===== src/verilog/sobel_cfg_pkg.sv =====
// ----------------------------
// Sobel configuration registers
// map, mode codes and reset values
// ----------------------------
package sobel_cfg_pkg;

  localparam int CFG_ADDR_W = 2;
  localparam int THRESH_W   = 8;

  // register map
  localparam logic [CFG_ADDR_W-1:0] ADDR_THRESH = 2'd0;
  localparam logic [CFG_ADDR_W-1:0] ADDR_MODE   = 2'd1;

  typedef enum logic [1:0] {
    MODE_MAG    = 2'd0,
    MODE_BINARY = 2'd1,
    MODE_BYPASS = 2'd2
  } edge_mode_t;

  localparam logic [THRESH_W-1:0] THRESH_RESET = 8'd127;
  localparam edge_mode_t          MODE_RESET   = MODE_MAG;

  typedef struct packed {
    logic [THRESH_W-1:0] threshold;
    edge_mode_t          mode;
  } sobel_cfg_t;

  localparam sobel_cfg_t CFG_RESET = '{
    threshold: THRESH_RESET,
    mode:      MODE_RESET
  };

endpackage


===== src/verilog/video_pkg.sv =====
// ----------------------------
// video stream types and the
// fixed frame geometry
// ----------------------------
package video_pkg;

  // pixel and frame size
  localparam int PIX_W      = 8;
  localparam int FRAME_COLS = 16;
  localparam int FRAME_ROWS = 12;

  // counter widths
  localparam int COL_W = $clog2(FRAME_COLS);
  localparam int ROW_W = $clog2(FRAME_ROWS + 1);

  // signed gradient, also wide enough for |gx| + |gy|
  localparam int GRAD_W = PIX_W + 3;

  typedef logic [PIX_W-1:0] pix_t;

  // one stream cycle, pixel valid when both syncs are high
  typedef struct packed {
    logic fsync;
    logic rsync;
    pix_t pix;
  } vid_beat_t;

  // 3x3 neighbourhood, oldest row first
  // p9 is the newest pixel, p5 the centre
  typedef struct packed {
    pix_t p1;
    pix_t p2;
    pix_t p3;
    pix_t p4;
    pix_t p5;
    pix_t p6;
    pix_t p7;
    pix_t p8;
    pix_t p9;
  } pix_window_t;

endpackage

===== src/verilog/edge_sobel_top.sv =====
// ----------------------------
// Sobel edge detector top level
// ----------------------------
`timescale 1ns/100ps

module edge_sobel_top (
  input  logic                                pclk_i,
  input  logic                                reset_i,
  input  video_pkg::vid_beat_t                video_i,
  input  logic                                cfg_wr_i,
  input  logic [sobel_cfg_pkg::CFG_ADDR_W-1:0] cfg_addr_i,
  input  video_pkg::pix_t                     cfg_data_i,
  output video_pkg::vid_beat_t                video_o
);

  video_pkg::vid_beat_t      win_beat;
  video_pkg::pix_window_t    window;
  sobel_cfg_pkg::sobel_cfg_t active_cfg;

  // 1 cycle
  line_window u_window (
    .pclk_i   (pclk_i),
    .reset_i  (reset_i),
    .video_i  (video_i),
    .beat_o   (win_beat),
    .window_o (window)
  );

  // 2 cycles
  sobel_kernel u_kernel (
    .pclk_i   (pclk_i),
    .reset_i  (reset_i),
    .beat_i   (win_beat),
    .window_i (window),
    .cfg_i    (active_cfg),
    .video_o  (video_o)
  );

  // frame start seen on the raw input fsync
  sobel_cfg_regs u_cfg (
    .pclk_i       (pclk_i),
    .reset_i      (reset_i),
    .cfg_wr_i     (cfg_wr_i),
    .cfg_addr_i   (cfg_addr_i),
    .cfg_data_i   (cfg_data_i),
    .frame_sync_i (video_i.fsync),
    .active_cfg_o (active_cfg)
  );

endmodule


===== src/verilog/line_window.sv =====
// ----------------------------
// 3x3 window generator with two
// line buffers and zero borders
// ----------------------------
`timescale 1ns/100ps

module line_window (
  input  logic                   pclk_i,
  input  logic                   reset_i,
  input  video_pkg::vid_beat_t   video_i,
  output video_pkg::vid_beat_t   beat_o,
  output video_pkg::pix_window_t window_o
);

  logic                        valid;
  logic                        rsync_q;
  logic [video_pkg::COL_W-1:0] col_q;
  logic [video_pkg::ROW_W-1:0] row_q;

  // previous row and the one before it, indexed by column
  video_pkg::pix_t lb1_mem [video_pkg::FRAME_COLS];
  video_pkg::pix_t lb2_mem [video_pkg::FRAME_COLS];
  video_pkg::pix_t lb1_rd;
  video_pkg::pix_t lb2_rd;

  // column taps, [0] is one column back
  video_pkg::pix_t cur_sh [2];
  video_pkg::pix_t up1_sh [2];
  video_pkg::pix_t up2_sh [2];

  logic row_ok1;
  logic row_ok2;
  logic col_ok1;
  logic col_ok2;

  assign valid  = video_i.fsync & video_i.rsync;
  assign lb1_rd = lb1_mem[col_q];
  assign lb2_rd = lb2_mem[col_q];

  // border masks
  assign row_ok1 = (row_q != '0);
  assign row_ok2 = (row_q[video_pkg::ROW_W-1:1] != '0);
  assign col_ok1 = (col_q != '0);
  assign col_ok2 = (col_q[video_pkg::COL_W-1:1] != '0);

  always_ff @(posedge pclk_i) begin
    if (reset_i) begin
      rsync_q <= 1'b0;
      col_q   <= '0;
      row_q   <= '0;
    end else begin
      rsync_q <= video_i.rsync;
      if (!video_i.rsync) begin
        col_q <= '0;
      end else if (valid) begin
        col_q <= col_q + 1'b1;
      end
      // next row starts after rsync falls
      if (!video_i.fsync) begin
        row_q <= '0;
      end else if (rsync_q && !video_i.rsync) begin
        row_q <= row_q + 1'b1;
      end
    end
  end

  always_ff @(posedge pclk_i) begin
    if (valid) begin
      lb1_mem[col_q] <= video_i.pix;
      lb2_mem[col_q] <= lb1_rd;
      cur_sh[0]      <= video_i.pix;
      cur_sh[1]      <= cur_sh[0];
      up1_sh[0]      <= lb1_rd;
      up1_sh[1]      <= up1_sh[0];
      up2_sh[0]      <= lb2_rd;
      up2_sh[1]      <= up2_sh[0];
    end
  end

  // taps before row 0 or column 0 read as zero
  always_ff @(posedge pclk_i) begin
    if (valid) begin
      window_o.p9 <= video_i.pix;
      window_o.p8 <= col_ok1 ? cur_sh[0] : '0;
      window_o.p7 <= col_ok2 ? cur_sh[1] : '0;
      window_o.p6 <= row_ok1 ? lb1_rd : '0;
      window_o.p5 <= (row_ok1 && col_ok1) ? up1_sh[0] : '0;
      window_o.p4 <= (row_ok1 && col_ok2) ? up1_sh[1] : '0;
      window_o.p3 <= row_ok2 ? lb2_rd : '0;
      window_o.p2 <= (row_ok2 && col_ok1) ? up2_sh[0] : '0;
      window_o.p1 <= (row_ok2 && col_ok2) ? up2_sh[1] : '0;
    end
  end

  always_ff @(posedge pclk_i) begin
    if (reset_i) begin
      beat_o <= '0;
    end else begin
      beat_o <= video_i;
    end
  end

  a_rsync_in_frame: assert property (
    @(posedge pclk_i) disable iff (reset_i)
    video_i.rsync |-> video_i.fsync
  );

endmodule


===== src/verilog/sobel_cfg_regs.sv =====
// ----------------------------
// Sobel config registers with a
// frame-start shadow copy
// ----------------------------
`timescale 1ns/100ps

module sobel_cfg_regs (
  input  logic                                pclk_i,
  input  logic                                reset_i,
  input  logic                                cfg_wr_i,
  input  logic [sobel_cfg_pkg::CFG_ADDR_W-1:0] cfg_addr_i,
  input  video_pkg::pix_t                     cfg_data_i,
  input  logic                                frame_sync_i,
  output sobel_cfg_pkg::sobel_cfg_t           active_cfg_o
);

  sobel_cfg_pkg::sobel_cfg_t staged_q;
  sobel_cfg_pkg::sobel_cfg_t active_q;
  logic                      fsync_q;
  logic                      frame_start;
  logic                      mode_ok;

  // only the three defined mode codes are accepted
  assign mode_ok = cfg_data_i inside {sobel_cfg_pkg::MODE_MAG,
                                      sobel_cfg_pkg::MODE_BINARY,
                                      sobel_cfg_pkg::MODE_BYPASS};

  assign frame_start  = frame_sync_i & ~fsync_q;
  assign active_cfg_o = active_q;

  // staging side, written by the bus
  always_ff @(posedge pclk_i) begin
    if (reset_i) begin
      staged_q <= sobel_cfg_pkg::CFG_RESET;
    end else if (cfg_wr_i) begin
      case (cfg_addr_i)
        sobel_cfg_pkg::ADDR_THRESH: begin
          staged_q.threshold <= cfg_data_i;
        end
        sobel_cfg_pkg::ADDR_MODE: begin
          if (mode_ok) begin
            staged_q.mode <= sobel_cfg_pkg::edge_mode_t'(cfg_data_i[1:0]);
          end
        end
        // unmapped addresses are dropped
        default: ;
      endcase
    end
  end

  // active copy follows staging only at frame start, so a write in
  // that same cycle waits for the next frame
  always_ff @(posedge pclk_i) begin
    if (reset_i) begin
      fsync_q  <= 1'b0;
      active_q <= sobel_cfg_pkg::CFG_RESET;
    end else begin
      fsync_q <= frame_sync_i;
      if (frame_start) begin
        active_q <= staged_q;
      end
    end
  end

  a_wr_addr_known: assert property (
    @(posedge pclk_i) disable iff (reset_i)
    cfg_wr_i |-> !$isunknown(cfg_addr_i)
  );

endmodule


===== src/verilog/sobel_kernel.sv =====
// ----------------------------
// two-stage Sobel gradient with
// mode and threshold shaping
// ----------------------------
`timescale 1ns/100ps

module sobel_kernel (
  input  logic                      pclk_i,
  input  logic                      reset_i,
  input  video_pkg::vid_beat_t      beat_i,
  input  video_pkg::pix_window_t    window_i,
  input  sobel_cfg_pkg::sobel_cfg_t cfg_i,
  output video_pkg::vid_beat_t      video_o
);

  logic signed [video_pkg::GRAD_W-1:0] gx_c;
  logic signed [video_pkg::GRAD_W-1:0] gy_c;
  logic signed [video_pkg::GRAD_W-1:0] gx_q;
  logic signed [video_pkg::GRAD_W-1:0] gy_q;
  logic        [video_pkg::GRAD_W-1:0] abs_x;
  logic        [video_pkg::GRAD_W-1:0] abs_y;
  logic        [video_pkg::GRAD_W-1:0] sum_c;
  logic        [video_pkg::GRAD_W-1:0] thresh_ext;
  logic                                over_thr;
  video_pkg::pix_t                     centre_q;
  logic                                fsync_q;
  logic                                rsync_q;

  // zero-extend a pixel into the signed gradient width
  function automatic logic signed [video_pkg::GRAD_W-1:0] widen(input video_pkg::pix_t p);
    return $signed({{(video_pkg::GRAD_W - video_pkg::PIX_W){1'b0}}, p});
  endfunction

  always_comb begin
    gx_c = widen(window_i.p3) + (widen(window_i.p6) <<< 1) + widen(window_i.p9)
         - widen(window_i.p1) - (widen(window_i.p4) <<< 1) - widen(window_i.p7);
    gy_c = widen(window_i.p7) + (widen(window_i.p8) <<< 1) + widen(window_i.p9)
         - widen(window_i.p1) - (widen(window_i.p2) <<< 1) - widen(window_i.p3);
  end

  // stage 1
  always_ff @(posedge pclk_i) begin
    gx_q     <= gx_c;
    gy_q     <= gy_c;
    centre_q <= window_i.p5;
  end

  always_ff @(posedge pclk_i) begin
    if (reset_i) begin
      fsync_q <= 1'b0;
      rsync_q <= 1'b0;
    end else begin
      fsync_q <= beat_i.fsync;
      rsync_q <= beat_i.rsync;
    end
  end

  // |gx| + |gy| tops out at 2040, still inside GRAD_W
  assign abs_x      = $unsigned(gx_q[video_pkg::GRAD_W-1] ? -gx_q : gx_q);
  assign abs_y      = $unsigned(gy_q[video_pkg::GRAD_W-1] ? -gy_q : gy_q);
  assign sum_c      = abs_x + abs_y;
  assign thresh_ext = {{(video_pkg::GRAD_W - sobel_cfg_pkg::THRESH_W){1'b0}}, cfg_i.threshold};
  assign over_thr   = (sum_c > thresh_ext);

  // stage 2
  always_ff @(posedge pclk_i) begin
    if (reset_i) begin
      video_o <= '0;
    end else begin
      video_o.fsync <= fsync_q;
      video_o.rsync <= rsync_q;
      if (!rsync_q) begin
        video_o.pix <= '0;
      end else begin
        case (cfg_i.mode)
          // below threshold the sum fits in a pixel
          sobel_cfg_pkg::MODE_MAG:    video_o.pix <= over_thr ? '1 : sum_c[video_pkg::PIX_W-1:0];
          sobel_cfg_pkg::MODE_BINARY: video_o.pix <= over_thr ? '1 : '0;
          sobel_cfg_pkg::MODE_BYPASS: video_o.pix <= centre_q;
          default:                    video_o.pix <= '0;
        endcase
      end
    end
  end

  // relies on the window stage keeping rows inside frames
  a_no_pix_outside_frame: assert property (
    @(posedge pclk_i) disable iff (reset_i)
    !video_o.fsync |-> (!video_o.rsync && (video_o.pix == '0))
  );

endmodule


===== config.mk =====
export PLATFORM = sky130hd
export DESIGN_NAME = edge_sobel_top
export DESIGN_NICKNAME = d
export VERILOG_FILES = /design/src/verilog/sobel_cfg_pkg.sv /design/src/verilog/video_pkg.sv /design/src/verilog/edge_sobel_top.sv /design/src/verilog/line_window.sv /design/src/verilog/sobel_cfg_regs.sv /design/src/verilog/sobel_kernel.sv
export SDC_FILE = /design/constraint.sdc
export NUM_CORES = 1
export LEC_CHECK = 0
export BUFFER_PORTS_ARGS = -buffer_cell sky130_fd_sc_hd__buf_2
export CAP_MARGIN = 20
export CORE_ASPECT_RATIO = 1.5
export CORE_MARGIN = 4
export CORE_UTILIZATION = 55
export CTS_CLUSTER_DIAMETER = 60
export DETAILED_ROUTE_END_ITERATION = 10
export GPL_TIMING_DRIVEN = 0
export PLACE_DENSITY_LB_ADDON = 0.05
export SYNTH_ARGS = -nofsm -noshare
export SYNTH_HDL_FRONTEND = slang
export SYNTH_SLANG_ARGS = --single-unit

===== constraint.sdc =====
create_clock -name pclk_i -period 13.39 [get_ports pclk_i]
set_input_delay 1.339 -clock pclk_i [delete_from_list [all_inputs] [get_ports pclk_i]]
set_output_delay 1.339 -clock pclk_i [all_outputs]
set_load 0.05 [all_outputs]

## After elaboration in Yosys (flattened, before gate mapping)

Memories as Yosys holds them, arrays and structs flattened. A register that Yosys moved wholly into a read port is not among the register bits.
Cells that the tools add are included.

| word-level totals | value |
|---|---|
| memory bits (writable) | 304 |
| bits of input ports | 23 |
| memories | 5 |
| flip-flop bits (word level) | 120 |
| word-level logic and storage cells | 87 |
| output and inout bits | 10 |

| cells by class | value |
|---|---|
| muxes and demuxes | 11 |
| order comparisons | 1 |
| bitwise gates (word level) | 6 |
| $add $sub $neg | 15 |
| reduce and logical (&&, ||, !) cells | 22 |
| equality and inequality tests | 5 |

Memory list:

| memory | depth | bits a word | rd ports | clocked after Yosys merged registers in | wr ports | line | RTL |
|---|---|---|---|---|---|---|---|
| u_window.lb1_mem | 16 | 8 | 1 | 1 | 1 | line_window.sv:21 | `video_pkg::pix_t lb1_mem [video_pkg::FRAME_COLS];` |
| u_window.lb2_mem | 16 | 8 | 1 | 1 | 1 | line_window.sv:22 | `video_pkg::pix_t lb2_mem [video_pkg::FRAME_COLS];` |
| u_window.cur_sh | 2 | 8 | 2 | 1 | 2 | line_window.sv:27 | `video_pkg::pix_t cur_sh [2];` |
| u_window.up1_sh | 2 | 8 | 2 | 1 | 2 | line_window.sv:28 | `video_pkg::pix_t up1_sh [2];` |
| u_window.up2_sh | 2 | 8 | 2 | 1 | 2 | line_window.sv:29 | `video_pkg::pix_t up2_sh [2];` |

Operators with widths:

| cell | count |
|---|---|
| $sub A11 B9 Y11 | 4 |
| $pmux W8 S3 | 1 |
| $add A11 B9 Y11 | 2 |
| $mux W11 | 2 |
| $neg A11 Y11 | 2 |
| $sub A11 B10 Y11 | 2 |
| $add A8 B9 Y10 | 2 |
| $mux W4 | 4 |
| $mux W8 | 2 |
| $add A11 B11 Y11 | 1 |
| $gt A11 B8 Y1 | 1 |
| $reduce_bool A3 Y1 | 3 |
| $add A4 B1 Y4 const B | 2 |
| $eq A8 B1 Y1 const B | 1 |
| $eq A8 B2 Y1 const B | 1 |
| $logic_not A8 Y1 | 1 |
| $reduce_bool A4 Y1 | 2 |
| $reduce_or A2 Y1 | 3 |
| $logic_and A1 B1 Y1 | 5 |
| $eq A2 B1 Y1 const B | 2 |
| $logic_not A1 Y1 | 4 |
| $logic_not A2 Y1 | 2 |
| $not A1 Y1 | 4 |
| $reduce_and A3 Y1 | 1 |
| other kinds (4) | 6 |

## Logic depth before layout (Yosys ltp)

Gate-level depths: netlist of the first run.

| depth | value |
|---|---|
| depth in word-level cells | 6 |
| depth in mapped cells | 19 |
| depth with buffers taken out | 18 |

## Modules after synthesis

A second synthesis of the first run with hierarchy kept.

| second synthesis, totals | value |
|---|---|
| cells, all modules | 1251 |
| area total of the unflattened synthesis | 19767.7 sq um |

Modules (own cells, without submodules):

| module | times used | area each (sq um) | cells an instance |
|---|---|---|---|
| line_window | 1 | 14431.3 | 676 |
| sobel_kernel | 1 | 4504.3 | 489 |
| sobel_cfg_regs | 1 | 832.0 | 86 |

## Least setup slack after synthesis of the first run

No wires, ideal clock.

| timing | value |
|---|---|
| path kind | input to register |
| start | input port video_i[9] (netlist bit) |
| end | memory u_window.lb1_mem[3][0] (netlist bit), enable pin |
| arrival time | 6558 ps |
| slack | 6423 ps |
| buffers on the path | 1 |
| stages | 4 |
| data required time | 12981 ps |
| setup time | 409 ps |
| cell sequence | and2_1 -> clkbuf_1 -> nand2_1 -> nor3_1 |

| between the ends | value |
|---|---|
| longest elaborated chain between the ends | 3 |

RTL lines:

| element | line | RTL |
|---|---|---|
| start: declaration | edge_sobel_top.sv:9 | `input video_pkg::vid_beat_t video_i,` |
| $and A1 B1 Y1 | line_window.sv:36 | `assign valid = video_i.fsync & video_i.rsync;` |
| via u_window.valid | line_window.sv:15 | `logic valid;` |
| $mux W1 | line_window.sv:68 | `if (valid) begin` |
| $mux W1 (implied by the code) | line_window.sv:69 | `lb1_mem[col_q] <= video_i.pix;` |
| end: declaration | line_window.sv:21 |  |

The timed path passes the listed nets, and every way through them passes these cells.

## Worst setup path after layout of the first run

| timing | value |
|---|---|
| start | register u_kernel.gx_q[0] (netlist bit) |
| end | register u_kernel.video_o[2] (netlist name) |

| between the ends | value |
|---|---|
| longest elaborated chain between the ends | 6 |

RTL lines:

| element | line | RTL |
|---|---|---|
| start: declaration | sobel_kernel.sv:18 | `logic signed [video_pkg::GRAD_W-1:0] gx_q;` |
| start signal: assignment | sobel_kernel.sv:43 | `gx_q <= gx_c;` |
| $neg A11 Y11 | sobel_kernel.sv:59 | `assign abs_x = $unsigned(gx_q[video_pkg::GRAD_W-1] ? -gx_q : gx_q);` |
| $mux W11 * | sobel_kernel.sv:59 |  |
| $add A11 B11 Y11 * | sobel_kernel.sv:61 | `assign sum_c = abs_x + abs_y;` |
| $gt A11 B8 Y1 | sobel_kernel.sv:63 | `assign over_thr = (sum_c > thresh_ext);` |
| $mux W8, on equally long branches | sobel_kernel.sv:78, sobel_kernel.sv:77 |  |
| $pmux W8 S3 * | sobel_kernel.sv:75 | `case (cfg_i.mode)` |

Mark *: on every way between the ends. The rest lies on a longest branch, timed or not.
A chain may end at the register's enable or synchronous reset.

==> flow_metrics.env, run 1 <==
export IMPL_status="complete, no violations"
export IMPL_reg2reg_to="u_kernel.video_o[2]"
export IMPL_wl_per_cell_um=22.01
export IMPL_syn_avg_cell_area_um2=15.84
export IMPL_post_route_drc_count=0
export IMPL_finalHoldViolations=0
export IMPL_yosysUniqueCellTypes=64
export IMPL_ctsHoldBuffers=0
export IMPL_r2r_setup_slack_ns=8.29
export IMPL_cts_buffer_depth=3
export IMPL_tns_ns=0
export IMPL_post_cts_setup_buffer_count=0
export IMPL_fmax_mhz=196.1
export IMPL_top_layer_used="met4"
export IMPL_area_growth_pct=12.06
export IMPL_grt_max_degree=72
export IMPL_p_per_area_nw_per_um2=182.9
export IMPL_synth_cells=1240
export IMPL_crit_type="reg -> reg"
export IMPL_fin_skew_ns=0.02292
export IMPL_clkTransAtPathRegs_ns=0.07
export IMPL_io_buffers=32
export IMPL_finish_utilization_pct=62.51
export IMPL_cp_end_kind="flip-flop"
export IMPL_crit_required_ns=13.79
export IMPL_yosysSeqAreaShare_pct=64.01
export IMPL_synthArstFlopShare_pct=0
export IMPL_clock_latency_ns=0.55
export IMPL_worst_setup_path_start_kind="flip-flop"
export IMPL_cts_num_sinks=444
export IMPL_hpwlAfterDp_um=29980
export IMPL_synth_edff_count=368
export IMPL_synth_nets=1380
export IMPL_setup_viol=0
export IMPL_num_antenna_cells=0
export IMPL_cts_buffers=41
export IMPL_ctsResizeCount=0
export IMPL_drv_slew=0
export IMPL_startpoint="u_kernel.gx_q[0]"
export IMPL_drtIter0Drc=754
export IMPL_via_count=10150
export IMPL_vias_per_cell=5.528
export IMPL_drv_cap=0
export IMPL_period_share_pct=38.09
export IMPL_drt_met1_wl_um=13780
export IMPL_grt_pass1_vias=10620
export IMPL_r2r_cells=19
export IMPL_synthFlopType="edfxtp_1"
export IMPL_synth_area_um2=19640
export IMPL_layout_common_cells="368 x edfxtp_1, 105 x inv_1, 80 x mux4_2, 76 x dfxtp_1, 70 x ha_1"
export IMPL_grt_overflow_total=0
export IMPL_vdd_drop_max_mv=0.2386
export IMPL_synth_warnings=0
export IMPL_r2r_start="u_kernel.gx_q[0]"
export IMPL_final_common_cell="edfxtp_1"
export IMPL_placed_area_um2=20740
export IMPL_grt_util_all_layers_pct=21.67
export IMPL_gp_congestion=0.8209
export IMPL_core_um2=35210
export IMPL_fin_nets=1474
export IMPL_crit_fanout=8
export IMPL_worst_slew_pin_slew_ns=1.097
export IMPL_ant_nets=0
export IMPL_wl_met2_um=23900
export IMPL_std_cell_rows=84
export IMPL_routed_wl_um=40420
export IMPL_start_util_pct=55.78
export IMPL_rsz0062_at_grt="no"
export IMPL_die_w_um=162.3
export IMPL_ios=33
export IMPL_drt_pass1_iterations=5
export IMPL_critical_path_endpoint="u_kernel.video_o[2]"
export IMPL_drive_gt1_share_pct=16.80
export IMPL_cts_tree="built"
export IMPL_crit_arrival_ns=5.50
export IMPL_fin_crit_ns=5.101
export IMPL_grt_antenna_before_repair=0
export IMPL_die_h_um=239.4
export IMPL_grt_pass1_wl_um=62400
export IMPL_synth_seq_cells=444
export IMPL_wl_met3_um=1303
export IMPL_fin_hold_ws_ns=0.3339
export IMPL_leakage_nw=7.857
export IMPL_fp_dieArea_um2=38860
export IMPL_min_path_type="reg -> reg"
export IMPL_slew_limit_headroom_pct=26.85
export IMPL_root_buffer="clkbuf_16"
export IMPL_final_cell_area_um2=22010
export IMPL_htreeDepth=2
[cell usage after synthesis, types with 6 or more instances]
| master | count | share of area, % |
|---|---|---|
| xnor2_1 | 34 | 1.5 |
| inv_1 | 105 | 2.0 |
| mux2i_1 | 9 | 0.46 |
| a211o_1 | 14 | 0.62 |
| nor2b_1 | 51 | 1.6 |
| clkbuf_1 | 22 | 0.42 |
| nor2_1 | 62 | 1.2 |
| o211ai_1 | 6 | 0.23 |
| and2_1 | 35 | 1.1 |
| fa_1 | 47 | 4.8 |
| ha_1 | 70 | 4.5 |
| a21o_1 | 15 | 0.57 |
| xor2_1 | 23 | 1.0 |
| nand2_1 | 49 | 0.94 |
| edfxtp_1 | 368 | 56 |
| a21oi_1 | 33 | 0.84 |
| mux4_2 | 80 | 9.2 |
| nor3_1 | 15 | 0.38 |
| buf_2 | 8 | 0.20 |
| o21ai_0 | 19 | 0.48 |
| dfxtp_1 | 76 | 7.7 |
| nand2b_1 | 11 | 0.35 |
[report_power, final]
part	total, mW	switching [mW]	internal (mW)
registers	1.61	0.0465	1.56
logic	1.30	0.764	0.540
clock network	1.12	0.492	0.624
total	4.03	1.30	2.72
[critical path: stages (launching register included)]
cell       delay (ns)
dfxtp_1          0.38
inv_1            0.09
ha_1             0.16
or3b_2           0.50
or3_1            0.35
nand2_1          0.09
xnor2_1          0.07
ha_1             0.27
clkbuf_1         0.36
o211ai_1         0.19
nand2_1          0.10
a21boi_0         0.22
xor2_1           0.32
ha_1             0.31
and3_1           0.15
and3_1           0.18
a2111oi_0        0.34
o21ai_0          0.27
a211oi_4         0.43
a211oi_1         0.15
[worst min path at each step]
| stage | start | endpoint | slack, ns | cells after the start |
|---|---|---|---|---|
| final | u_window.window_o[32] | u_kernel.centre_q[0] | 0.33 | 0 |
| after global routing | u_window.window_o[32] | u_kernel.centre_q[0] | 0.34 | 0 |
| after CTS | u_window.window_o[32] | u_kernel.centre_q[0] | 0.33 | 0 |
| after detailed placement | u_window.window_o[32] | u_kernel.centre_q[0] | 0.33 | 0 |
| after global placement | u_window.window_o[32] | u_kernel.centre_q[0] | 0.33 | 0 |
| after floorplan | u_window.window_o[32] | u_kernel.centre_q[0] | 0.32 | 0 |
[layer usage]
metal  vias up  global-route usage (%)
met3        72                   2.737
li1       4780                       -
met1      5104                   23.09
met4         0                   6.848
met2       194                   43.57
met5         -                       0
[state kept, by name, summed over array words and instances (netlist names), 11 cells and up, named ones only]
name and flops:
u_window.cur_sh 16, u_window.up1_sh 16, u_window.window_o 64, u_window.up2_sh 16
u_kernel.gx_q 11, u_window.lb2_mem 128, u_window.lb1_mem 128, u_kernel.gy_q 11
[per-stage QoR]
stage / setup WS, ns / cells / power (mW)
6_report: 8.289 / 1836 / 4.026
3_3_place_gp: 3.340 / 1745 / 2.934
4_1_cts: 8.240 / 1836 / 4.065
2_1_floorplan: 6.423 / 1240 / 2.606
5_1_grt: 7.834 / 1836 / 4.276
3_5_place_dp: 8.273 / 1764 / 2.948
[logic make-up (layout without fill, tap and decap cells)]
kind of cell	count (synthesis)	after routing	synth area share [%]
AO/OA/AOI/OAI	129	129	4.568
adder cells (fa/ha/maj)	117	117	9.250
flip-flops	444	444	64.01
AND/OR/NAND/NOR	265	265	7.250
XOR/XNOR	57	57	2.542
multiplexers	89	89	9.632
buffers and inverters	139	262	2.746
[cell type report]
type | count | area, µm²
clock buffers | 54 | 1105
clock inverters | 18 | 160.2
repair buffers | 51 | 447.9
multi-input cells | 657 | 6589
flip-flops and latches | 444 | 12570
well taps | 473 | 591.8
fillers | 2627 | 13200
inverters | 106 | 397.9
plain buffers | 33 | 145.1
No activity file was read; power rests on OpenSTA's default activity.
==> run 2, diff against run 1 <==
clock period = 4.89 ns   (was 13.39 ns; I/O delays follow)
==> run 2 against run 1 <==
  * Die area unchanged
  * Critical path depth is 1 higher
  * Final cell count unchanged
  * Via count is 0.71% higher
  * Sequential power increased to 2.7 times the previous value
  * Global-route usage is 0.12 points lower
  * Clock-buffer cell count is 2 higher
  * Wire length barely moved
  * Non-clock buffer count up 1
  * Clock skew decreased by 0.0045 ns
  * Final area about the same
  * Critical path type unchanged
  * Critical endpoint unchanged
==> flow_metrics.env, run 2 (synthesis gave the netlist of run 1 again) <==
export IMPL_min_path_type="in -> reg"
export IMPL_cp_end_kind="flip-flop"
export IMPL_r2r_start="u_kernel.gx_q[0]"
export IMPL_root_buffer="clkbuf_16"
export IMPL_final_common_cell="edfxtp_1"
export IMPL_post_place_ws_ns=-0.2142
export IMPL_r2r_setup_slack_ns=0.30
export IMPL_setup_viol=0
export IMPL_slew_limit_headroom_pct=32.13
export IMPL_worst_setup_path_start_kind="flip-flop"
export IMPL_drv_cap=0
export IMPL_cts_num_sinks=444
export IMPL_fillers=2620
export IMPL_cp_top_family="simple AND/OR/NAND/NOR gates"
export IMPL_vdd_drop_max_mv=0.5269
export IMPL_dp_cells=1764
export IMPL_fin_nets=1475
export IMPL_wl_per_cell_um=22.03
export IMPL_hold_depth=2
export IMPL_crit_arrival_ns=4.99
export IMPL_drtIter0Drc=693
export IMPL_p_per_area_nw_per_um2=507.6
export IMPL_cp_buffers_inverters=3
export IMPL_fmax_mhz=217.9
export IMPL_fin_skew_ns=0.01842
export IMPL_leakage_nw=7.859
export IMPL_grt_pass1_vias=10790
export IMPL_layout_common_cells="368 x edfxtp_1, 105 x inv_1, 80 x mux4_2, 76 x dfxtp_1, 69 x ha_1"
export IMPL_finalHoldViolations=0
export IMPL_reg2reg_to="u_kernel.video_o[2]"
export IMPL_startpoint="u_kernel.gx_q[0]"
export IMPL_r2r_cells=20
export IMPL_gp_congestion=0.8034
export IMPL_grt_overflow_total=0
export IMPL_crit_required_ns=5.30
export IMPL_stdcell_count=1836
export IMPL_grt_util_all_layers_pct=21.54
export IMPL_min_to="u_cfg.staged_q[6]"
export IMPL_core_um2=35210
export IMPL_grt_pass1_wl_um=62410
export IMPL_finish_utilization_pct=62.52
export IMPL_cts_buffer_depth=3
export IMPL_area_growth_pct=12.09
export IMPL_ant_nets=0
export IMPL_status="complete, no violations"
export IMPL_drv_slew=0
export IMPL_worst_path_largest_cell_delay_ns=0.50
export IMPL_crit_type="reg -> reg"
export IMPL_hpwlAfterDp_um=29120
export IMPL_grt_antenna_before_repair=0
export IMPL_grt_max_degree=119
export IMPL_hold_start="cfg_data_i[4]"
export IMPL_routed_wl_um=40450
export IMPL_path_cells="inv_1, ha_1, or3b_2, or3_1, nand2_1, xnor2_1, ha_2, o211ai_1, nand2_1, a21boi_0, xor2_1, buf_4, ha_1, and3_1, and3_1, a2111oi_2, o21ai_1, a211oi_4, buf_4, a211oi_1"
export IMPL_die_w_um=162.3
export IMPL_num_antenna_cells=0
export IMPL_clock_latency_ns=0.54
export IMPL_ios=33
export IMPL_worst_slew_pin_slew_ns=1.018
export IMPL_drt_pass1_iterations=5
export IMPL_clkTransAtPathRegs_ns=0.06
export IMPL_vias_per_cell=5.568
export IMPL_rsz0062_at_grt="no"
export IMPL_crit_slowest_cell="or3b_2"
export IMPL_std_cell_rows=84
export IMPL_cts_tree="built"
export IMPL_drive_gt1_share_pct=17.24
export IMPL_fp_dieArea_um2=38860
export IMPL_io_buffers=32
export IMPL_fin_ws_ns=0.3015
export IMPL_die_h_um=239.4
export IMPL_reg_largest_list="u_window.lb1_mem: 128 flops, u_window.lb2_mem: 128 flops, u_window.window_o: 64 flops"
export IMPL_start_util_pct=55.78
export IMPL_period_share_pct=93.83
export IMPL_fin_crit_ns=4.589
export IMPL_htreeDepth=2
export IMPL_post_route_drc_count=0
export IMPL_cp_depth=20
export IMPL_via_count=10220
export IMPL_crit_fanout=8
export IMPL_cts_buffers=41
==> run 2: cell types whose count changed in the layout (fill, tap and decap cells not counted), sizes merged <==
cell and delta:
clkinvlp +2, buf +2, clkbuf +1, inv -3
clkinv -1, bufinv -1
==> run 2: worst max path at each step <==
| stage | endpoint | slack [ns] |
|---|---|---|
| final | u_kernel.video_o[2] | 0.30 |
| after global routing | u_kernel.video_o[1] | 0.04 |
| after global placement | u_window.lb1_mem[3][1] | -1.49 |
| after detailed placement | u_kernel.video_o[2] | -0.21 |
| after floorplan | u_kernel.video_o[1] | 0.70 |
| after CTS | u_kernel.video_o[2] | 0.12 |
==> run 2: power breakdown <==
| part | leakage [nW] | total, mW | switching, mW | internal (mW) |
|---|---|---|---|---|
| logic | 3.23 | 3.72 | 2.13 | 1.59 |
| clock network | 0.625 | 3.05 | 1.32 | 1.73 |
| registers | 4.00 | 4.40 | 0.128 | 4.27 |
| total | 7.86 | 11.2 | 3.58 | 7.60 |
==> run 2: per-stage QoR <==
step | hold slack (ns) | setup TNS (ns) | total power, mW | cell area (µm²)
floorplan | 0.3233 | 0 | 7.132 | 19640
detailed placement | 0.3269 | -1.510 | 8.075 | 20720
finish | 0.1690 | 0 | 11.17 | 22010
global placement | 0.3263 | -161.84 | 8.028 | 20390
global route | 0.1564 | 0 | 11.84 | 22010
CTS | 0.1411 | 0 | 11.23 | 22000
==> run 2: area by class of cell <==
class / instances / area, µm² / area share (%)
sequential: 444 / 12570 / 57.11
multi-input combinational: 657 / 6598 / 29.97
clock buffer: 56 / 1176 / 5.343
tap: 473 / 591.8 / 2.688
timing repair buffer: 53 / 430.4 / 1.955
inverter: 106 / 397.9 / 1.807
buffer: 32 / 147.6 / 0.6707
clock inverter: 15 / 100.1 / 0.4547
==> run 2: metal layers <==
layer	up-vias	part of all wire (%)	global-route usage [%]
met2	171	58	42.03
met4	0	3.9	7.976
li1	4780	-	-
met1	5192	35	23.84
met3	79	3.1	2.427
met5	-	0	0
==> run 2: repair_timing <==
action                                  in CTS  in global routing
hold endpoints to repair                     0                  0
setup buffers                                2                  0
pin swaps                                    1                  1
hold buffers                                 0                  0
resized for setup                            1                  3
endpoints found under the setup margin       8                  8
